File: src/mcu_clkctrl.sv
`default_nettype none

module mcu_clkctrl #(
  parameter int RST_HOLD = 4  // Reset cycles after request ends
) (
  input  wire  i_hclk,           // System clock
  input  wire  i_rst_n,          // External reset pin
  input  wire  i_sys_reset_req,  // Combined system reset request
  output logic o_poreset_n,      // Synchronized power-on reset
  output logic o_hreset_n        // System reset for bus and peripherals
);

  localparam int CNT_W = $clog2(RST_HOLD + 1);

  logic [1:0]       por_sync;  // Release synchronizer
  logic [CNT_W-1:0] hold_cnt;  // Cycles left to hold
  logic             hrst_q;    // Registered system reset

  // ------------------------------
  // Power-on reset
  // ------------------------------
  // Assert at once, release after two edges
  always_ff @(posedge i_hclk or negedge i_rst_n) begin
    if (!i_rst_n) begin
      por_sync <= '0;
    end else begin
      por_sync <= {por_sync[0], 1'b1};  // Shift in release
    end
  end

  assign o_poreset_n = por_sync[1];

  // ------------------------------
  // System reset sequencer
  // ------------------------------
  // Power-on reset also clears this stage, so HRESETn follows PORESETn
  always_ff @(posedge i_hclk or negedge o_poreset_n) begin
    if (!o_poreset_n) begin
      hold_cnt <= '0;
      hrst_q   <= 1'b0;
    end else if (i_sys_reset_req) begin
      hold_cnt <= CNT_W'(RST_HOLD);  // Reload while request present
      hrst_q   <= 1'b0;              // Drop one cycle after request
    end else if (hold_cnt != '0) begin
      hold_cnt <= hold_cnt - 1'b1;   // Count down hold time
      hrst_q   <= (hold_cnt == CNT_W'(1));  // Release on last count
    end else begin
      hrst_q   <= 1'b1;              // Normal run
    end
  end

  assign o_hreset_n = hrst_q;

endmodule

`default_nettype wire

File: config.mk
export PLATFORM = sky130hd
export DESIGN_NAME = mcu_clkctrl
export DESIGN_NICKNAME = d
export VERILOG_FILES = /design/src/mcu_clkctrl.sv
export SDC_FILE = /design/constraint.sdc
export NUM_CORES = 1
export LEC_CHECK = 0
export BUFFER_PORTS_ARGS = -buffer_cell sky130_fd_sc_hd__buf_2
export CORE_AREA = 5 5 42 44
export CTS_CLUSTER_SIZE = 28
export DETAILED_ROUTE_END_ITERATION = 8
export DIE_AREA = 0 0 47 49
export PLACE_DENSITY_LB_ADDON = 0.25
export REMOVE_ABC_BUFFERS = 1
export SYNTH_ARGS = -nofsm -noshare
export SYNTH_HDL_FRONTEND = slang
export SYNTH_SLANG_ARGS = --single-unit
File: constraint.sdc
create_clock -name i_hclk -period 1.31 [get_ports i_hclk]
set_input_delay 0.1965 -clock i_hclk [delete_from_list [all_inputs] [get_ports i_hclk]]
set_output_delay 0.1965 -clock i_hclk [all_outputs]
set_load 0.01 [all_outputs]
==> run metrics <==
outcome=completed; I/O pin count=5; row count=14; vias in the first global route=roughly 230; maximum vdd drop=0.7769 mV; number of flops mapped to enable cells by yosys=0; distinct cell type count after synthesis=13; pin count of the biggest net entering global routing=7; antenna violations before repair=0; Die Y=49 µm; Syn-to-layout area delta=33.93%; Post-Syn Area=280.3 µm²; Die Area=2303 µm²; synthesized area per cell=approximately 12 µm²; drt first pass iters=2; Area after DPL=335.3 µm²; Synth area leaders=dfrtp_1, ha_1, mux2_4; slowest CP cell=dfrtp_1; CP bufs+invs=1; Worst Path Arrival=1350 ps; worst setup path class=flip-flop to flip-flop; Max Fanout on Critical Path=3; pre-CTS WS=~74 ps; FMAX=0.8118 GHz; Initial Util=0.2000; Worst Reg-to-Reg Cells=4; Yosys top cell area share=0.5357; Final Max Slew Viols=0; Top delay family on crit path=flip-flops; FF+latch count, synth=6; Filler cells=154; Yosys top cell by area=dfrtp_1; DRT iter0 DRCs=1; Vias=~190; Die W=47 µm; WL per Instance=9.122 µm; CTS sink count=6; Via density=3.959; Max Buffers Root-to-Sink=2; post-route antenna net violation count=0; Clock Latency Late Sink=240 ps; pwr dens=roughly 1900 nW/µm²; max-cap violations=0; R2R Path Start=hold_cnt[1]; Non-Filler Instances=49; total CTS buffers=3; Total GRT Usage=0.05791; DRC=0; Pleak=0.1838 nW; prevailing post-synth register cell=dfrtp_1; skew final=between 8 and 9 ps; WHS=between 50 and 60 ps; port bufs=4; Hold Vio Cnt, Final=0; most numerous cell in the Yosys netlist=dfrtp_1; Post-synth top cells=dfrtp_1, ha_1, inv_1, nor2_1; Worst R2R Setup Slack=a little under 80 ps; Max H-tree Level=1; HPWL after DPL=about 370 µm; final setup margin=a little under 80 ps; fin area=~380 µm²; r2r endpoint=hold_cnt[0]; TNS Setup=0 ps; ys async rst share=1.000; RePlAce Congestion=0.6351; Post-Synthesis Cells=23; Core Region=1401 µm²; Req. time, crit path=approximately 1400 ps; setup violators final=0; # nets final=41; sequential area share after synthesis=0.5357; gr ovfl total=0; Yosys Warn Count=0; CTS Root Cell=clkbuf_4; CTS clock-pin slew for the worst setup and hold paths=50 ps; chain of cells forming the critical path=inv_1, ha_2, nor2b_4, mux2_4; crit share post-route=0.9404; Routed Wire Length=~450 µm; max incr delay on CP=370 ps; RSZ-0062 raised after global routing=false; Startpoint Class=flip-flop; dpl cells=45; Tmin final=around 1200 ps; Tightest Hold Check Type=flip-flop to async pin; first-pass GRT wire length=897 µm; Critical Path End Type=flip-flop; CTS tree=built; n_diodes=0; share of cells above drive strength 1=0.3636
[registers in the layout, indices dropped and copies added, names as in the netlist]
signal,cells
por_sync,2
hold_cnt,3
o_hreset_n,1
[per-stage QoR]
| stage | utilization | total power, mW |
|---|---|---|
| 3_3_place_gp | 0.2393 | 0.5215 |
| 2_1_floorplan | - | 0.4411 |
| 5_1_grt | 0.2679 | 0.7919 |
| 6_report | 0.2679 | 0.7116 |
| 4_1_cts | 0.2625 | 0.7072 |
| 3_5_place_dp | 0.2393 | 0.5310 |
[layout make-up]
| cell class | instances | area (µm²) | area share |
|---|---|---|---|
| Clock buffer | 3 | 22.52 | 0.06000 |
| Sequential cell | 6 | 150.1 | 0.4000 |
| Timing Repair Buffer | 7 | 45.04 | 0.1200 |
| Multi-Input combinational cell | 14 | 126.4 | 0.3367 |
| Inverter | 3 | 11.26 | 0.03000 |
| Tap cell | 16 | 20.02 | 0.05333 |
[where the power goes]
| part | leakage, nW | internal, mW | total [mW] | switching [mW] |
|---|---|---|---|---|
| Sequential | 0.0729 | 0.234 | 0.271 | 0.0367 |
| Combinational | 0.0972 | 0.159 | 0.276 | 0.117 |
| Clock | 0.0138 | 0.103 | 0.164 | 0.0612 |
| Total | 0.184 | 0.497 | 0.712 | 0.215 |
[layout by cell type (no fill, tap or decap)]
cell           n
nor3_1         1
inv_1          3
nor2b_1        1
nor2b_4        1
buf_4          2
nand4bb_1      1
ha_1           2
dfrtp_1        6
ha_2           1
conb_1         1
nor2_1         2
buf_2          4
nor3b_1        1
dlygate4sd3_1  1
o31ai_1        1
mux2_4         1
a211o_1        1
clkbuf_4       3
[repair_timing]
item	in CTS	in global routing
endpoints found under the hold margin	2	0
gates resized for setup	0	2
endpoints found under the setup margin	0	1
hold buffers	1	0
buffers inserted	0	0
[per-layer routing]
layer | share of wire | up-vias | GRT usage
met5 | 0 | - | 0
met4 | 0 | 0 | 0.01382
li1 | - | 99 | -
met2 | 0.42 | 6 | 0.06787
met3 | 0.13 | 0 | 0.07011
met1 | 0.45 | 89 | 0.06652
[worst max path at each step]
stage | end | cells past startpoint | startpoint | slack, ps
6_report | hold_cnt[0] | 4 | hold_cnt[1] | 80
5_1_grt | hold_cnt[0] | 4 | hold_cnt[1] | 20
4_1_cts | hold_cnt[0] | 4 | hold_cnt[1] | 50
3_5_place_dp | hold_cnt[0] | 4 | hold_cnt[1] | 70
3_3_place_gp | hold_cnt[0] | 4 | hold_cnt[1] | 110
2_1_floorplan | hold_cnt[0] | 4 | hold_cnt[0] | 70
[logic make-up (layout without fill, tap and decap cells)]
family,count (synthesis),count (layout),synth area share
buffers and inverters,3,13,0.04018
multiplexers,1,1,0.05356
other,1,1,0.01338
flip-flops,6,6,0.5357
AO/OA/AOI/OAI,2,2,0.05805
adder cells (fa/ha/maj),3,3,0.1339
AND/OR/NAND/NOR,7,7,0.1652
(Power assumes the default switching activity.)
