<file path="config.mk">
export PLATFORM = sky130hd
export DESIGN_NAME = mcu_ahb_gpio
export DESIGN_NICKNAME = d
export VERILOG_FILES = /design/src/mcu_pkg.sv /design/src/mcu_ahb_gpio.sv
export SDC_FILE = /design/constraint.sdc
export NUM_CORES = 1
export LEC_CHECK = 0
export ABC_CLOCK_PERIOD_IN_PS = 2300
export BUFFER_PORTS_ARGS = -buffer_cell sky130_fd_sc_hd__buf_2
export CORE_ASPECT_RATIO = 0.75
export CORE_MARGIN = 2
export CORE_UTILIZATION = 46
export DETAILED_ROUTE_END_ITERATION = 12
export HOLD_SLACK_MARGIN = 0.03
export PLACE_DENSITY = 0.8
export SLEW_MARGIN = 0
export SYNTH_ARGS = -nofsm -noshare
export SYNTH_HDL_FRONTEND = slang
export SYNTH_SLANG_ARGS = --single-unit
</file>
<file path="constraint.sdc">
create_clock -name i_hclk -period 2.3 [get_ports i_hclk]
set_input_delay 0.345 -clock i_hclk [delete_from_list [all_inputs] [get_ports i_hclk]]
set_output_delay 0.345 -clock i_hclk [all_outputs]
set_load 0.02 [all_outputs]
</file>
<file path="src/mcu_pkg.sv">
`default_nettype none

package mcu_pkg;

  // ------------------------------
  // Bus vector types
  // ------------------------------
  typedef logic [31:0] haddr_t;   // Byte address
  typedef logic [31:0] hdata_t;   // Read and write data
  typedef logic [1:0]  htrans_t;  // Transfer type
  typedef logic [2:0]  hsize_t;   // Transfer size
  typedef logic [11:0] rofs_t;    // Offset inside one 4 KiB region
  typedef logic [15:0] gpio_t;    // Pins of one port

  // ------------------------------
  // AHB-Lite encodings
  // ------------------------------
  localparam htrans_t HTRANS_IDLE   = 2'b00;  // No transfer
  localparam htrans_t HTRANS_NONSEQ = 2'b10;  // Single transfer

  localparam hsize_t HSIZE_BYTE = 3'b000;  // 1 byte
  localparam hsize_t HSIZE_HALF = 3'b001;  // 2 bytes
  localparam hsize_t HSIZE_WORD = 3'b010;  // 4 bytes

  // ------------------------------
  // Address map
  // ------------------------------
  // Each region is decoded on the upper 20 address bits
  localparam haddr_t REGION_MASK = 32'hFFFF_F000;

  localparam haddr_t BASE_ROM   = 32'h0000_0000;  // Program memory
  localparam haddr_t BASE_SRAM  = 32'h2000_0000;  // Data memory
  localparam haddr_t BASE_GPIO0 = 32'h4001_0000;  // Port 0
  localparam haddr_t BASE_GPIO1 = 32'h4001_1000;  // Port 1

  // GPIO register offsets
  localparam rofs_t GPIO_DATA_OFS = 12'h000;  // Synchronized pin input, RO
  localparam rofs_t GPIO_DOUT_OFS = 12'h004;  // Output data
  localparam rofs_t GPIO_OEN_OFS  = 12'h008;  // Output enable

endpackage

`default_nettype wire

</file>
<file path="src/mcu_ahb_gpio.sv">
`default_nettype none

module mcu_ahb_gpio (
  input  wire                  i_hclk,      // System clock
  input  wire                  i_hreset_n,  // System reset
  input  wire                  i_sel,       // Address-phase select
  input  wire                  i_hwrite,    // Write transfer
  input  wire mcu_pkg::haddr_t i_haddr,     // Bus address
  input  wire mcu_pkg::hsize_t i_hsize,     // Transfer size
  input  wire mcu_pkg::hdata_t i_hwdata,    // Write data, data phase
  input  wire mcu_pkg::gpio_t  i_pin,       // Pad input
  output mcu_pkg::hdata_t      o_hrdata,    // Register read data
  output mcu_pkg::gpio_t       o_pin_out,   // Pad output
  output mcu_pkg::gpio_t       o_pin_oe     // Pad output enable
);

  mcu_pkg::rofs_t ofs_q;     // Data-phase register offset
  logic           wr_q;      // Data-phase word write
  mcu_pkg::gpio_t dout_q;    // DOUT register
  mcu_pkg::gpio_t oen_q;     // OEN register
  mcu_pkg::gpio_t pin_meta;  // First sync stage
  mcu_pkg::gpio_t pin_sync;  // DATA register

  // ------------------------------
  // Address phase
  // ------------------------------
  always_ff @(posedge i_hclk or negedge i_hreset_n) begin
    if (!i_hreset_n) begin
      ofs_q <= '0;
      wr_q  <= 1'b0;
    end else begin
      if (i_sel) begin
        ofs_q <= i_haddr[11:0];  // Offset in region
      end
      // Byte and halfword writes dropped here
      wr_q <= i_sel & i_hwrite & (i_hsize == mcu_pkg::HSIZE_WORD);
    end
  end

  // ------------------------------
  // Registers
  // ------------------------------
  always_ff @(posedge i_hclk or negedge i_hreset_n) begin
    if (!i_hreset_n) begin
      dout_q <= '0;
      oen_q  <= '0;
    end else if (wr_q) begin
      case (ofs_q)
        mcu_pkg::GPIO_DOUT_OFS: dout_q <= i_hwdata[15:0];
        mcu_pkg::GPIO_OEN_OFS:  oen_q  <= i_hwdata[15:0];
        default: ;  // DATA is read only
      endcase
    end
  end

  // Two-flop input synchronizer
  always_ff @(posedge i_hclk or negedge i_hreset_n) begin
    if (!i_hreset_n) begin
      pin_meta <= '0;
      pin_sync <= '0;
    end else begin
      pin_meta <= i_pin;
      pin_sync <= pin_meta;
    end
  end

  // Read back, upper half zero
  always_comb begin
    case (ofs_q)
      mcu_pkg::GPIO_DATA_OFS: o_hrdata = {16'h0000, pin_sync};
      mcu_pkg::GPIO_DOUT_OFS: o_hrdata = {16'h0000, dout_q};
      mcu_pkg::GPIO_OEN_OFS:  o_hrdata = {16'h0000, oen_q};
      default:                o_hrdata = '0;  // Unused offset
    endcase
  end

  // Pin driver, no alternate functions
  assign o_pin_out = dout_q;
  assign o_pin_oe  = oen_q;

endmodule

`default_nettype wire

</file>
==> impl_metrics.env <==
export IMPL_status="finished, final reports clean"
export IMPL_ys_ff_latch=77
export IMPL_cts_tree="done"
export IMPL_crit_fanout=11
export IMPL_startpoint_type="flop"
export IMPL_place_hpwl_mm=4.59
export IMPL_cp_data_arrival_time_ns=1.81
export IMPL_critPathKind="flop to output port"
export IMPL_ys_warn_count=0
export IMPL_drtAntennaViolNets=0
export IMPL_drt_wl_total_mm=6.52
export IMPL_pre_cts_ws_ns=0.350
export IMPL_fin_nets=405
export IMPL_antennaDiodeCount=0
export IMPL_rsz0062_at_grt="no"
export IMPL_timing_final_crit_share_pct=93.7
export IMPL_yosys_area_share_adder_pct=0
export IMPL_syn_inst=204
export IMPL_syn2layout_area_growth_pct=28.5
export IMPL_die_w_um=98.9
export IMPL_drive_above_1_share_pct=60.4
export IMPL_critPathRequiredTime_ns=1.96
export IMPL_irDropWorstVdd_mv=0.572
export IMPL_synth_xor_area_share_pct=0
export IMPL_drtPass1Iterations=4
export IMPL_dp_cells=385
export IMPL_clk_pin_slew_ns=0.08
export IMPL_clkSinkCount=77
export IMPL_vias=1990
export IMPL_via_per_inst=4.93
export IMPL_core_area_um2=6410
export IMPL_setup_viol=0
export IMPL_fmax_mhz=464
export IMPL_finalNonFillerCells=404
export IMPL_end_kind="output port"
export IMPL_track_usage_pct=18.3
export IMPL_antenna_found_initial=0
export IMPL_gr_total_overflow=0
export IMPL_cts_buffer_depth=2
export IMPL_grt_max_degree=43
export IMPL_htreeDepth=3
export IMPL_cts_buffers=9
export IMPL_hold_slack_ns=0.105
export IMPL_drt_wirelength_per_cell_um=16.1
export IMPL_power_density_nw_per_um2=760
export IMPL_grt_pass1_wl_mm=10.2
export IMPL_cts_root_buf="clkbuf_8"
export IMPL_yosys_cell_types_count=18
export IMPL_initial_utilization_pct=48.5
export IMPL_gp_congestion=0.758
export IMPL_grt_pass1_vias=2071
export IMPL_postLayoutCoreUtil_pct=62.3
export IMPL_portBuffers=98
export IMPL_finalHoldViolations=0
export IMPL_die_area_um2=7440
export IMPL_layout_min_cycle_time_ns=2.16
export IMPL_num_io_pins=151
export IMPL_synth_compound_area_share_pct=3.86
export IMPL_ys_seq_area_share_pct=62.0
export IMPL_max_cap_viol_count=0
export IMPL_leakagePower_nw=1.93
export IMPL_dr_first_iter_drc_count=79
export IMPL_synthMuxAreaShare_pct=22.9
export IMPL_syn_area_um2=3110
export IMPL_synthSimpleGateAreaFrac_pct=5.64
export IMPL_drcViolationCount=0
export IMPL_synth_top_family_by_area="multiplexers"
export IMPL_final_max_slew_viol_count=0
export IMPL_ff2ff_setup_slack_ns=0.55
export IMPL_die_y_um=75.2
export IMPL_hp_class="input port to flop"
export IMPL_clkLatencyLatePin_ns=0.34
export IMPL_skew_ns=0.00843
export IMPL_avgSynthCellArea_um2=15.2
export IMPL_final_setup_tns_ns=0
export IMPL_fin_ws_ns=0.145
export IMPL_floorplan_rows=25
[per-layer routing]
layer | vias to the layer above | global-route usage (%) | wire length (um)
met2 | 63 | 31.2 | 3320
met5 | - | 0 | 0
met4 | 0 | 7.46 | 66
met3 | 7 | 6.13 | 373
met1 | 1006 | 21.9 | 2770
li1 | 914 | - | -
[final cells by class]
type | instances | area (um^2)
Clock buffer | 9 | 124
Sequential cell | 77 | 1930
Timing Repair Buffer | 112 | 637
Fill cell | 529 | 2420
Clock inverter | 7 | 123
Tap cell | 81 | 101
Multi-Input combinational cell | 118 | 1080
[power breakdown]
group | leakage [nW] | switching, mW | total [mW] | internal [mW]
Combinational | 0.914 | 0.173 | 0.329 | 0.156
Clock | 0.116 | 0.493 | 1.22 | 0.726
Sequential | 0.899 | 0.0550 | 1.49 | 1.43
[path summary, 6_finish.rpt]
kind | from | to | cells after the start
worst max-delay path | ofs_q[9]$_DFFE_PN0P_ | o_hrdata[4] | 6
worst min-delay path | i_pin[2] | pin_meta[2]$_DFF_PN0_ | 1
worst max register to register | ofs_q[6]$_DFFE_PN0P_ | o_pin_out[11]$_DFFE_PN0P_ | 5
worst min register to register | pin_meta[0]$_DFF_PN0_ | pin_sync[0]$_DFF_PN0_ | 0
max in group asynchronous | i_hreset_n | pin_sync[12]$_DFF_PN0_ | 3
min in group asynchronous | i_hreset_n | pin_meta[2]$_DFF_PN0_ | 2
[worst max-delay path, cell delays in order, from the launching register on]
cell and delay [ns]:
dfrtp_1 0.39, nor4_2 0.29, buf_4 0.19, nand2_1 0.08
buf_4 0.21, nor2_1 0.12, buf_2 0.18
[flip-flops by register name (all words and copies together) (netlist names)]
signal	cells
o_pin_oe	16
pin_sync	16
ofs_q	12
wr_q	1
pin_meta	16
o_pin_out	16
[synthesized netlist by cell type, drive strengths merged]
library cell	instances	area, um^2
a22oi	16	120
and2	1	6.26
buf	20	154
clkbuf	4	15.0
conb	1	3.75
dfrtp	77	1930
mux2	60	713
nand2	1	3.75
nand4	2	33.8
nand4b	1	8.76
nor2	17	63.8
nor3	1	10.0
nor4	2	25.0
nor4b	1	23.8
[per-stage QoR]
step	instance area (um^2)	total power, mW
final	3990	3.03
after global routing	3990	3.18
after CTS	3960	3.07
after global placement	3700	1.82
after detailed placement	3700	1.83
after floorplan	3160	1.71
[kinds of logic (layout without fill, tap and decap cells)]
logic type,after synthesis,after routing
buffers and inverters,24,128
AND/OR/NAND/NOR,26,26
flip-flops,77,77
other,1,16
multiplexers,60,60
AO/OA/AOI/OAI,16,16
[timing repair]
action                                 in CTS  in global routing
hold buffers                                1                  0
endpoints found under the hold margin      35                  0
setup buffers                               0                  2
setup endpoints to repair                  10                 16
resized for setup                           1                  5
pin swaps                                   0                  2
[layout by cell type (no fill, tap or decap)]
cell type,Yosys,layout
nand2_1,1,1
clkinv_4,0,1
conb_1,1,16
dlygate4sd3_1,0,1
buf_6,2,3
a22oi_1,16,16
buf_2,0,97
nor2_2,0,1
nor3_2,1,1
nor2_1,17,16
nor4_4,0,1
dfrtp_1,77,76
clkbuf_8,0,9
buf_12,0,2
nand4_4,1,1
inv_6,0,1
dfrtp_2,0,1
and2_1,1,1
nor4_2,2,1
buf_4,17,9
clkinvlp_4,0,2
nand4b_1,1,1
bufinv_16,0,3
nor4b_4,1,1
nand4_2,1,1
mux2_4,10,10
mux2_2,50,50
Power figures use the tool's default switching activity.
