`config.mk`:
```
export PLATFORM = sky130hd
export DESIGN_NAME = mcu_ahb_decoder
export DESIGN_NICKNAME = d
export VERILOG_FILES = /design/src/mcu_pkg.sv /design/src/mcu_ahb_decoder.sv
export SDC_FILE = /design/constraint.sdc
export NUM_CORES = 1
export LEC_CHECK = 0
export ABC_AREA = 0
export BUFFER_PORTS_ARGS = -buffer_cell sky130_fd_sc_hd__buf_2
export CORE_AREA = 2 2 78 80
export CTS_CLUSTER_DIAMETER = 100
export DETAILED_ROUTE_END_ITERATION = 16
export DIE_AREA = 0 0 80 82
export GPL_TIMING_DRIVEN = 0
export PLACE_DENSITY = 0.72
export SLEW_MARGIN = 5
export SYNTH_ARGS = -nofsm -noshare
export SYNTH_HDL_FRONTEND = slang
export SYNTH_SLANG_ARGS = --single-unit
```
`constraint.sdc`:
```
create_clock -name i_hclk -period 1.5 [get_ports i_hclk]
set_input_delay 0 -clock i_hclk [delete_from_list [all_inputs] [get_ports i_hclk]]
set_output_delay 0 -clock i_hclk [all_outputs]
set_load 0.01 [all_outputs]
```
`src/mcu_pkg.sv`:
```
`default_nettype none

package mcu_pkg;

  // ------------------------------
  // Bus vector types
  // ------------------------------
  typedef logic [31:0] haddr_t;   // Byte address
  typedef logic [31:0] hdata_t;   // Read and write data
  typedef logic [1:0]  htrans_t;  // Transfer type
  typedef logic [2:0]  hsize_t;   // Transfer size
  typedef logic [11:0] rofs_t;    // Offset inside one 4 KiB region
  typedef logic [15:0] gpio_t;    // Pins of one port

  // ------------------------------
  // AHB-Lite encodings
  // ------------------------------
  localparam htrans_t HTRANS_IDLE   = 2'b00;  // No transfer
  localparam htrans_t HTRANS_NONSEQ = 2'b10;  // Single transfer

  localparam hsize_t HSIZE_BYTE = 3'b000;  // 1 byte
  localparam hsize_t HSIZE_HALF = 3'b001;  // 2 bytes
  localparam hsize_t HSIZE_WORD = 3'b010;  // 4 bytes

  // ------------------------------
  // Address map
  // ------------------------------
  // Each region is decoded on the upper 20 address bits
  localparam haddr_t REGION_MASK = 32'hFFFF_F000;

  localparam haddr_t BASE_ROM   = 32'h0000_0000;  // Program memory
  localparam haddr_t BASE_SRAM  = 32'h2000_0000;  // Data memory
  localparam haddr_t BASE_GPIO0 = 32'h4001_0000;  // Port 0
  localparam haddr_t BASE_GPIO1 = 32'h4001_1000;  // Port 1

  // GPIO register offsets
  localparam rofs_t GPIO_DATA_OFS = 12'h000;  // Synchronized pin input, RO
  localparam rofs_t GPIO_DOUT_OFS = 12'h004;  // Output data
  localparam rofs_t GPIO_OEN_OFS  = 12'h008;  // Output enable

endpackage

`default_nettype wire

```
`src/mcu_ahb_decoder.sv`:
```
`default_nettype none

module mcu_ahb_decoder (
  input  wire              i_hclk,         // System clock
  input  wire              i_hreset_n,     // System reset
  input  wire mcu_pkg::haddr_t  i_haddr,   // Bus address
  input  wire mcu_pkg::htrans_t i_htrans,  // Transfer type
  input  wire mcu_pkg::hdata_t  i_rom_rdata,
  input  wire mcu_pkg::hdata_t  i_sram_rdata,
  input  wire mcu_pkg::hdata_t  i_gpio0_rdata,
  input  wire mcu_pkg::hdata_t  i_gpio1_rdata,
  output logic             o_sel_rom,      // Address-phase selects
  output logic             o_sel_sram,
  output logic             o_sel_gpio0,
  output logic             o_sel_gpio1,
  output mcu_pkg::hdata_t  o_hrdata,       // Muxed read data
  output logic             o_hready,       // Bus ready
  output logic             o_hresp         // Error response
);

  // Default slave response sequence
  typedef enum logic [1:0] {
    ST_IDLE,  // OKAY, ready
    ST_ERR1,  // ERROR, stall
    ST_ERR2   // ERROR, ready
  } dec_state_t;

  dec_state_t      state;
  dec_state_t      state_nxt;
  mcu_pkg::haddr_t region;    // Address with offset cleared
  logic            start;     // Valid address phase
  logic            hit_rom;
  logic            hit_sram;
  logic            hit_gpio0;
  logic            hit_gpio1;
  logic            unmapped;  // Transfer to no slave
  logic [3:0]      dsel_q;    // Data-phase region {gpio1, gpio0, sram, rom}

  // ------------------------------
  // Address phase
  // ------------------------------
  assign start  = (i_htrans == mcu_pkg::HTRANS_NONSEQ) && o_hready;
  assign region = i_haddr & mcu_pkg::REGION_MASK;

  assign hit_rom   = (region == mcu_pkg::BASE_ROM);
  assign hit_sram  = (region == mcu_pkg::BASE_SRAM);
  assign hit_gpio0 = (region == mcu_pkg::BASE_GPIO0);
  assign hit_gpio1 = (region == mcu_pkg::BASE_GPIO1);

  assign o_sel_rom   = start & hit_rom;
  assign o_sel_sram  = start & hit_sram;
  assign o_sel_gpio0 = start & hit_gpio0;
  assign o_sel_gpio1 = start & hit_gpio1;
  assign unmapped    = start & ~(hit_rom | hit_sram | hit_gpio0 | hit_gpio1);

  // Region held for the data phase
  always_ff @(posedge i_hclk or negedge i_hreset_n) begin
    if (!i_hreset_n) begin
      dsel_q <= '0;
    end else if (o_hready) begin
      dsel_q <= {o_sel_gpio1, o_sel_gpio0, o_sel_sram, o_sel_rom};
    end
  end

  // ------------------------------
  // Data phase
  // ------------------------------
  always_comb begin
    case (dsel_q)
      4'b0001: o_hrdata = i_rom_rdata;
      4'b0010: o_hrdata = i_sram_rdata;
      4'b0100: o_hrdata = i_gpio0_rdata;
      4'b1000: o_hrdata = i_gpio1_rdata;
      default: o_hrdata = '0;  // Idle or default slave
    endcase
  end

  always_comb begin
    state_nxt = state;
    case (state)
      ST_IDLE: if (unmapped) state_nxt = ST_ERR1;
      ST_ERR1: state_nxt = ST_ERR2;                       // Second error cycle
      ST_ERR2: state_nxt = unmapped ? ST_ERR1 : ST_IDLE;  // Back to back error
      default: state_nxt = ST_IDLE;
    endcase
  end

  always_ff @(posedge i_hclk or negedge i_hreset_n) begin
    if (!i_hreset_n) begin
      state <= ST_IDLE;
    end else begin
      state <= state_nxt;
    end
  end

  assign o_hready = (state != ST_ERR1);
  assign o_hresp  = (state != ST_IDLE);

endmodule

`default_nettype wire

```
==> results.md, run 1 <==
Cells and area:
- The final design instance area without fill is 0.002540 sq mm.
- The layout overhead on the synthesized area is 118.5%.
- The number of antenna diodes is 0.
- After the last flow step, the layout net total stands at 521.
- Counting the fill cells in the layout gives 586.
- Cells with a size suffix above 1 make up 71.83% of the layout.

Critical path:
- The endpoint kind of the worst setup timing path is a primary output.
- STA puts the critical path data required time at 1.50 ns.
- The startpoint kind of the worst setup timing path is a flop.
- Of all nets on the critical path, the largest fanout is 10.
- For the worst setup path, the data arrival time is 1.62 ns.
- The startpoint of the most critical register-to-register path is state[0].
- The startpoint-to-endpoint class of the critical path is flop to primary output.
- The cell count of the worst reg-to-reg path is 5.
- The capturing point of the worst reg2reg path is dsel_q[0].
- The worst reg-to-reg setup slack is 0.32 ns.
- The source of the critical timing path is dsel_q[1].

Logic synthesis:
- The sequential area share after synthesis is 12.92%.
- After synthesis, the largest area contributor takes up 33.58% of total cell area.
- After synthesis, the cell types taking the most area are a22oi_1 34%, a22oi_2 13%, dfrtp_1 13%.
- A synthesized cell averages 7.801 sq um.
- When the netlist entered floorplanning its net count stood at 313.
- In the synthesized netlist, the number of instances is 149.
- Summed over all instances, the cell type with the most area after synthesis is a22oi_1.
- The combined area of all synthesized cells is 0.001162 sq mm.
- The count of cell types in the netlist is 21.
- During synthesis, Yosys emitted a total of 0 warnings.
- The synthesized design contains 6 register bits.

STA:
- The part of the cycle the worst path needs is 108.2%.
- Across the routed clock network, the largest skew measured is 0.001818 ns.
- The number of endpoints failing setup at the final stage is 32.
- In the final timing run, aggregate negative setup slack is -2.940 ns.
- The count of final max-slew check failures is 0.
- Final hold analysis gives a worst-case slack of 0.008743 ns.
- The transition at the pin with the smallest max-transition slack is 0.3628 ns.
- Setup repair after global routing could not meet its margin everywhere.
- The routed design could run at a clock period as short as 1.622 ns.
- The hold violation total from the final report is 0.
- The worst path setup slack after routing is -0.1223 ns.
- Derived from the worst setup path, the maximum achievable clock frequency is 616.4 MHz.
- Measured against its own limit, the worst slew margin works out to 75.74%.

Floorplan:
- The horizontal die dimension is 80 um.
- After floorplanning, the core was divided into 28 placement rows.
- The effective utilization at floorplan is 20.23%.
- The placeable core area is 0.005746 sq mm.
- The floorplan step set the die height to 82 um.
- In this run the count of I/O pins placed on the die edge is 202.
- The area of the die is 0.006560 sq mm.

Power and ir drop:
- Combinational cells account for 37.3% of the total power.
- The switching share of total power is 24.17%.
- In this run the static leakage power is 0.001412 uW.
- The internal portion of the total power is 489.7 uW.
- The sequential cell fraction of total power is 25.9%.
- The share of power burned in the clock network is 36.8%.
- The power per unit of standard cell area is 254.3 mW/mm^2.
- The net switching power is 156.1 uW.
- Across the VDD grid, the largest voltage drop is 0.3094 mV.

Clocking:
- The TritonCTS clock tree is yes.
- The clock-pin slew on the worst setup and hold paths is 0.04 ns.
- The number of clock sinks is 6.
- The clock reaches the later pin of the worst-skew pair after 0.22 ns.
- The number of H-tree branching levels is 1.
- The clock tree buffer depth is 2.
- The root cell of the clock tree is clkbuf_8.
- The number of buffers inserted during clock tree synthesis is 3.

Placement:
- The congestion estimate from routability-driven global placement came to 0.7516.
- The estimated wirelength of the detail-placed design is 4384 um.
- The count of buffers from port buffering is 189.
- After detailed placement, the total cell area comes to 0.002202 sq mm.

Route:
- After detailed routing, the number of vias per cell comes to 4.779.
- The number of detailed-routing iterations run before antenna repair is 4.
- In the final routed layout, each cell accounts on average for 12.89 um.
- The number of routed nets with antenna violations is 0.
- For this block, the initial DRC count from the detailed router was 58.
- The count of unresolved DRC violations after routing is 0.
- The routed layout has 2055 vias.
- Summed over all layers, the routed wires come to 5544 um.

Global route:
- The total overflow reported by the global router is 0.
- Entering global routing, the biggest net connects 11 pins.
- The first global-routing pass estimated 7893 um of wire.
- The overall track demand over capacity in global routing is 14.90%.
- The via count of the first global-routing pass is 1844.
- The number of antenna violations at the first check in global routing is 0.

Status:
- The flow ran to the end, but the final reports show violations.
- The final reports fail on negative setup slack.

Min path:
- The worst hold path was traced through 2 stages.
- In this run the most critical hold path is launched from i_haddr[29].
- The sink of the worst hold path is dsel_q[0].
- The path class of the tightest hold or removal check is input pin to flop.

Run:
- The max-cap check violation count is 0.
cells in the mapped netlist, drive strengths merged:
master / instances
nand4: 3
dfrtp: 6
nor2b: 2
inv: 2
or2: 1
and3b: 1
nor4b: 4
nand2: 36
a22oi: 64
o21ai: 2
nor3: 3
o31ai: 2
buf: 11
nor2: 3
clkbuf: 2
nand3: 2
nor4: 4
o211a: 1
cell families (layout without fill, tap and decap cells):
family,Yosys count,count (layout),synth area share [%]
buf+inv,15,221,8.503
simple gates,59,59,29.06
compound gates,69,69,49.51
flops,6,6,12.92
power by group through the flow:
stage / registers (uW) / clock network [uW] / logic, uW
after floorplan: 169 / 0 / 21.9
after global placement: 169 / 0 / 224
after detailed placement: 169 / 0 / 230
after CTS: 167 / 245 / 238
after global routing: 168 / 254 / 265
final: 167 / 238 / 241
cell type report:
type / count / area (sq um) / share of cell area, %
clock buffers: 3 / 41.29 / 1.626
flip-flops and latches: 6 / 155.1 / 6.108
multi-input cells: 128 / 993.5 / 39.11
well taps: 75 / 93.84 / 3.695
inverters: 2 / 7.507 / 0.2956
plain buffers: 12 / 168.9 / 6.650
repair buffers: 204 / 1080 / 42.51
metrics by stage:
step                utilization [%]  cells  setup slack (ns)  total power (uW)
global placement              38.33    413           -0.1130             393.4
global route                  44.21    430           -0.1894             686.3
CTS                           43.68    430           -0.1114             650.1
finish                        44.21    430           -0.1223             645.8
detailed placement            38.33    413           -0.1097             399.0
floorplan                         -    149            0.2105             190.8
worst max-delay path by stage:
stage | end | cells after the start
global route | o_hrdata[14] | 6
CTS | o_hrdata[0] | 6
floorplan | o_hrdata[10] | 4
finish | o_hrdata[27] | 6
detailed placement | o_hrdata[1] | 5
global placement | o_hrdata[2] | 5
critical path, stage by stage (launching register included):
cell     delay (ns)
dfrtp_2        0.47
nor4b_4        0.32
buf_4          0.19
buf_8          0.14
a22oi_1        0.09
nand2_1        0.06
buf_2          0.13
layer usage:
layer  track usage [%]  routed length (um)  part of all wire (%)  vias to the layer above
met5                 0                   0                     0                        -
met4             3.729                  34                  0.61                        0
met3             1.538                 496                   8.9                        4
met2             30.50                2969                    54                      118
met1             16.10                2044                    37                      919
li1                  -                   -                     -                     1014
state kept, by name (all words and copies together), names as in the netlist:
signal / count
dsel_q: 4
state: 2
cells in the final DEF (no fill, tap or decap), drive strengths merged:
| cell type | Yosys | final |
|---|---|---|
| a22oi | 64 | 64 |
| and3b | 1 | 1 |
| buf | 11 | 213 |
| clkbuf | 2 | 5 |
| dfrtp | 6 | 6 |
| dlygate4sd3 | 0 | 1 |
| inv | 2 | 2 |
| nand2 | 36 | 36 |
| nand3 | 2 | 2 |
| nand4 | 3 | 3 |
| nor2 | 3 | 3 |
| nor2b | 2 | 2 |
| nor3 | 3 | 3 |
| nor4 | 4 | 4 |
| nor4b | 4 | 4 |
| o211a | 1 | 1 |
| o21ai | 2 | 2 |
| o31ai | 2 | 2 |
| or2 | 1 | 1 |
timing repair:
item,4_1_cts,5_1_grt
resized for setup,41,8
hold buffers,1,0
cloned,2,0
endpoints found under the hold margin,6,0
pin swaps,34,4
endpoints found under the setup margin,32,36
buffers inserted,12,0
Note: power is estimated with default switching activity, not from simulation.
==> inputs of run 2 (changes only) <==
Settings changed: SKIP_LAST_GASP set to 1.
==> run 2 against run 1 <==
Effect of this change: the run still ends with negative setup slack left; die area stayed put; wire length about the same; utilization is essentially flat; worst hold slack worse by 0.00062 ns; register-to-register slack about the same; global-route usage down 0.23 points; clock skew grew 0.00070 ns; clock power about the same; non-clock buffer count unchanged; combinational power about the same; critical path type unchanged; highest routed layer unchanged.
==> results.md, run 2 (synthesis gave the netlist of run 1 again) <==
Cells and area:
- The layout filler cell count is 581.
- The top cell types in the final layout, fill and taps aside, are 188 x buf_2, 37 x a22oi_1, 36 x nand2_1.
- The largest registers in the layout are dsel_q x4, state x2.
- The flip-flop count of the largest register after layout is 4.
- The number of nets in the finished design is 521.
- The register bank with the most flops is dsel_q.
- Compared with the post-synthesis result, the final layout area differs by 118.7%.
- The most common cell after layout, fill and taps aside is buf_2.
- The number of antenna diodes is 0.
- The share of post-route cells with drive strength above 1 is 71.83%.

Power and ir drop:
- Sequential cells burn 25.8% of the power.
- Net switching is 24.17% of the power.
- Dividing total power by cell area gives a power density of 254.5 mW/mm^2.
- For this design the static power due to leakage is 0.001411 uW.
- Internal power comes to 490.6 uW.
- The worst-case IR drop observed on VDD is 0.3095 mV.
- The design draws 647.0 uW.
- The analysis attributes to net switching a power of 156.4 uW.
- The share of power burned in the clock network is 36.9%.
- The share of total power dissipated in combinational logic is 37.3%.

Global route:
- The via count of the first global-routing pass is 1831.
- The overall track demand over capacity in global routing is 14.67%.
- The total overflow reported by the global router is 0.
- Entering global routing, the biggest net connects 11 pins.
- The number of antenna violations at the first check in global routing is 0.
- The global-route wire length before repair is 7797 um.

Route:
- The first detailed-routing pass ran for 5 iterations.
- The detail-routed via count per cell is 4.823.
- The number of design-rule violations left by the first detailed-router iteration is 41.
- The overall via count from detail_route is 2074.
- The average detailed-routed wire length per instance is 12.90 um.
- In the routed design, unresolved DRC markers number 0.
- The number of routed nets with antenna violations is 0.
- The final layout contains routed wiring with a total length of 5545 um.

Floorplan:
- The top-level I/O count is 202.
- For this configuration, the core starts out at a cell density of 20.23%.
- The horizontal die dimension is 80 um.
- The floorplan row count is 28.
- The placeable core area is 0.005746 sq mm.
- The die covers 0.006560 sq mm.
- From bottom edge to top edge, the die measures 82 um.

Clocking:
- The tree is rooted in a clkbuf_8.
- After clock tree synthesis, the clock-pin slew on the worst setup and hold paths is 0.04 ns.
- TritonCTS built the clock tree.
- The number of H-tree branching levels is 1.
- Counting every sink on the clock net gives 6.
- The clock passes through at most 2 buffers.
- The clock network latency to the later pin of the worst-skew pair is 0.22 ns.
- TritonCTS created 3 clock buffers.

Critical path:
- For the worst flop-to-flop path, the logic depth is 5.
- The startpoint kind of the worst setup timing path is a flop.
- The worst register-to-register path ends at dsel_q[0].
- The endpoint kind of the worst setup timing path is a primary output.
- In this run the worst path has a maximum fanout of 10.
- At the worst endpoint, the arrival time is 1.62 ns.
- The worst reg-to-reg setup slack is 0.32 ns.
- The critical path required time is 1.50 ns.
- The startpoint-to-endpoint class of the critical path is flop to primary output.
- The startpoint of the most critical register-to-register path is state[0].

STA:
- The post-route clock skew is 0.002516 ns.
- Headroom to the max-slew limit came out at 76.01%.
- The worst path uses 108.2% of the clock period.
- In the post-route analysis, the smallest setup slack over all paths is -0.1236 ns.
- Setup repair after global routing could not meet its margin everywhere.
- The smallest clock period supported by the final layout is computed as 1.624 ns.
- The transition at the pin with the smallest max-transition slack is 0.3587 ns.
- The top achievable clock speed is 615.9 MHz.
- The count of final max-slew check failures came to 0.
- Setup violations remaining at the end of the flow were counted as 32.
- The hold violation total from the final report was 0.

Status:
- The run finished, with violations left.
- The checks that failed: negative setup slack.

Min path:
- The startpoint identified for the worst hold timing path is i_haddr[29].
- For hold timing, the worst endpoint is dsel_q[0].
- The number of cells on the worst hold path is 2.
- The type of the most critical hold path is input pin to flop.

Placement:
- Once detailed placement completed, the half-perimeter wirelength came to 4384 um.
- Buffers placed on the I/O ports in this run total 189.
- The placer congestion estimate is 0.7516.
- At the placement stage, the worst setup path has a slack of -0.1097 ns.

Run:
- Across the run, the number of max-cap violations was 0.
==> run 2: cell counts in the layout (fill, tap and decap cells not counted) <==
Identical to the previous run, type by type.
==> run 2: power groups by stage <==
stage | clock (uW) | sequential (uW) | combinational (uW)
floorplan | 0 | 169 | 21.9
global placement | 0 | 169 | 224
detailed placement | 0 | 169 | 230
CTS | 245 | 167 | 237
global route | 254 | 168 | 265
finish | 239 | 167 | 241
==> run 2: area by class of cell <==
type | instances | area, sq um | area share [%]
flip-flops and latches | 6 | 155.1 | 6.102
plain buffers | 12 | 165.2 | 6.496
well taps | 75 | 93.84 | 3.691
inverters | 2 | 7.507 | 0.2953
repair buffers | 204 | 1086 | 42.72
clock buffers | 3 | 41.29 | 1.624
multi-input cells | 128 | 993.5 | 39.07
==> run 2: through the flow <==
| step | instance area [sq um] | hold slack [ns] | cells | TNS (ns) | utilization [%] |
|---|---|---|---|---|---|
| floorplan | 1162 | -0.2956 | 149 | 0 | - |
| global placement | 2202 | -0.1770 | 413 | -2.890 | 38.33 |
| detailed placement | 2202 | -0.1728 | 413 | -2.768 | 38.33 |
| CTS | 2487 | 0.001391 | 430 | -2.937 | 43.29 |
| global route | 2542 | 0.02184 | 430 | -5.577 | 44.25 |
| finish | 2542 | 0.008119 | 430 | -3.152 | 44.25 |
==> run 2: timing repair <==
item	in CTS	in global routing
setup buffers	12	0
cloned	2	0
hold buffers	1	0
pin swaps	18	2
setup endpoints to repair	32	36
hold endpoints to repair	6	0
resized for setup	36	13
==> run 2: worst max path at each step <==
stage / start / to / slack [ns] / depth (start not counted)
final: dsel_q[1] / o_hrdata[0] / -0.12 / 6
after global routing: dsel_q[1] / o_hrdata[12] / -0.20 / 6
after CTS: dsel_q[2] / o_hrdata[0] / -0.11 / 6
after detailed placement: dsel_q[1] / o_hrdata[1] / -0.11 / 5
after global placement: dsel_q[1] / o_hrdata[2] / -0.11 / 5
after floorplan: dsel_q[1] / o_hrdata[10] / 0.21 / 4
==> run 2: critical path: stages (launching register included) <==
cell	delay, ns
dfrtp_2	0.46
nor4b_4	0.32
buf_4	0.19
buf_8	0.15
a22oi_1	0.09
nand2_1	0.06
buf_2	0.12
==> run 2: per-layer routing <==
metal  vias up  wire [um]  global-route usage, %
met2       132       2948                  29.58
li1       1014          -                      -
met3         8        520                  1.538
met5         -          0                      0
met4         0         46                  3.729
met1       920       2030                  16.16
==> inputs of run 3 (changes only) <==
Settings changed: PLACE_DENSITY 0.72 to not set.
==> run 3 against run 2 <==
Effect of this change: the flow still finishes with violations (negative setup slack); setup slack improved by 0.017 ns; clock power about the same; global-route usage down 0.16 points; critical path depth unchanged; worst hold slack gained 0.0031 ns; first-iteration DRC count is 44% higher; critical endpoint is now o_hrdata[7]; register-to-register slack better by 0.09 ns.
==> results.md, run 3 (synthesis gave the netlist of run 1 again) <==
Cells and area:
- The area growth from synthesis to layout is 122.6%.
- The layout filler cell count is 600.
- In the final design database the tool counted 521 nets.
- The share of post-route cells with drive strength above 1 is 71.55%.
- The register cell area after layout is 155.1 sq um.
- Leaving out fill and tap cells, the most frequent cells in the layout are 185 x buf_2, 40 x a22oi_1, 36 x nand2_1.
- Summing all non-filler instances in the final layout gives an area of 0.002587 sq mm.
- The register with the most flip-flops in the final layout is dsel_q.
- The most common cell after layout, fill and taps aside is buf_2.
- The flip-flop count of the largest register after layout is 4.
- The number of antenna diodes is 0.
- In the final layout, the registers with the most flip-flops are dsel_q x4, state x2.
- The multi-input combinational cells in the finished layout cover a total of 980.9 sq um.

Clocking:
- In this run the clock root is driven by a clkbuf_8.
- At the later pin of the worst-skew pair, clock insertion delay measures 0.22 ns.
- In this run, CTS created clock tree buffers numbering 3.
- The TritonCTS clock tree is yes.
- Counting along the longest clock path gives a buffer depth of 2.
- In this run the number of H-tree levels came out at 1.
- Clock-pin slew was measured on the worst setup and hold paths at 0.04 ns.
- The number of clock sinks is 6.

Min path:
- The type of the most critical hold path is input pin to flop.

Placement:
- The congestion estimate from routability-driven global placement came to 0.7482.
- The worst setup slack before clock tree synthesis is -0.1215 ns.
- The count of buffers from port buffering is 189.
- The estimated wirelength of the detail-placed design is 4556 um.
- The placed instances occupy a cell area of 0.002202 sq mm.

Route:
- The number of detailed-routing iterations run before antenna repair is 4.
- In the final routed layout, each cell accounts on average for 13.32 um.
- Detailed routing placed a total of 631 um of wire on met3.
- The met2 layer wire length in the routed design is 2798 um.
- Using the TritonRoute via totals, the vias-per-cell ratio works out to 4.758.
- After the first detailed-routing iteration, the DRC count stood at 59.
- The highest signal layer in the routed design is met4.
- The total routed wirelength is 5729 um.
- The count of unresolved DRC violations after routing is 0.
- Once detail routing completed, the nets flagged for antenna violations numbered 0.
- The overall via count from detail_route is 2046.
- The wire length the detailed router placed on met1 is 2283 um.

Global route:
- For this run, the total global-route usage over all layers was measured as 14.52%.
- The global-route wire length before repair is 7734 um.
- The number of antenna violations at the first check in global routing is 0.
- The pin count of the biggest net entering global routing is 11.
- The total overflow reported by the global router is 0.
- The via count of the first global-routing pass is 1722.

Floorplan:
- The total area inside the core boundary comes to 0.005746 sq mm.
- 202 I/O pins were placed.
- The horizontal die dimension is 80 um.
- The initial utilization of the core area, before any placement, comes to 20.23%.
- From bottom edge to top edge, the die measures 82 um.
- The die covers 0.006560 sq mm.
- The floorplan row count is 28.

STA:
- Across the routed clock network, the largest skew measured is 0.001790 ns.
- The worst pin sits at a relative slew slack of 75.79%.
- At the pin with the least slew margin, the transition time is 0.3620 ns.
- The hold violation total from the final report came to 0.
- The clock period minus final worst setup slack is 1.607 ns.
- Static timing analysis puts the maximum clock frequency at 622.5 MHz.
- The count of final max-slew check failures is 0.
- The worst path setup slack after routing is -0.1065 ns.
- Setup repair after global routing could not meet its margin everywhere.
- The part of the cycle the worst path needs is 107.1%.
- The number of endpoints failing setup at the final stage is 32.
- The final hold slack is 0.01121 ns.

Status:
- The checks that failed: negative setup slack.
- The run finished, with violations left.

Critical path:
- Data arrives at the worst endpoint at 1.61 ns.
- The endpoint kind of the worst setup timing path is a primary output.
- The biggest fanout along the worst timing path is 10.
- The critical path required time is 1.50 ns.
- The startpoint-to-endpoint class of the critical path is flop to primary output.
- The startpoint kind of the worst setup timing path is a flop.

Power and ir drop:
- For this design the ratio of total power to cell area is 247.9 mW/mm^2.
- Summed over all cells, the static leakage comes to 0.001427 uW.
- The worst IR drop on VDD is 0.2344 mV.

Run:
- The max-cap check violation count is 0.
run 3: layout make-up:
type / count / share of cell area, %
Clock buffer: 3 / 1.596
Timing Repair Buffer: 204 / 43.76
Buffer: 12 / 6.818
Multi-Input combinational cell: 128 / 37.91
Tap cell: 75 / 3.627
Sequential cell: 6 / 5.996
Inverter: 2 / 0.2901
run 3: path summary, 6_finish.rpt:
check,startpoint,end,slack [ns],cells after the start
setup / recovery,dsel_q[1],o_hrdata[7],-0.11,6
hold / removal,i_haddr[12],dsel_q[2],0.01,2
setup reg to reg,state[0],dsel_q[0],0.41,4
hold reg to reg,state[1],state[1],0.47,1
max in group asynchronous,i_hreset_n,dsel_q[2],1.20,2
min in group asynchronous,i_hreset_n,dsel_q[3],0.14,2
run 3: worst max-delay path, stage by stage (launching register included):
cell     delay (ns)
dfrtp_2        0.46
nor4b_4        0.32
buf_6          0.18
buf_12         0.14
a22oi_2        0.09
nand2_1        0.07
buf_2          0.12
run 3: layer usage:
layer  vias to the layer above  GRT usage (%)
met2                       118          25.75
met1                       913          18.21
li1                       1013              -
met4                         0          2.373
met5                         -              0
met3                         2          3.297
run 3: timing repair:
| action | CTS | global route |
|---|---|---|
| hold buffers | 1 | 0 |
| setup buffers | 10 | 1 |
| pin swaps | 6 | 9 |
| cloned | 1 | 2 |
| hold endpoints to repair | 6 | 0 |
| gates resized for setup | 32 | 19 |
| setup endpoints to repair | 32 | 36 |
run 3: power breakdown:
| part | leakage, uW | switching, uW | total, uW | internal (uW) |
|---|---|---|---|---|
| Clock | 0.0000216 | 64.8 | 237 | 172 |
| Combinational | 0.00133 | 85.7 | 237 | 151 |
| Sequential | 0.0000756 | 1.79 | 168 | 166 |
run 3: per-stage QoR:
step                utilization (%)  total power, uW  cells  TNS (ns)
floorplan                         -            190.8    149         0
global placement              38.33            392.6    413    -2.494
detailed placement            38.33            397.2    413    -2.632
CTS                           42.57            640.8    428    -2.576
global route                  45.03            685.0    430    -5.933
finish                        45.03            641.4    430    -2.714
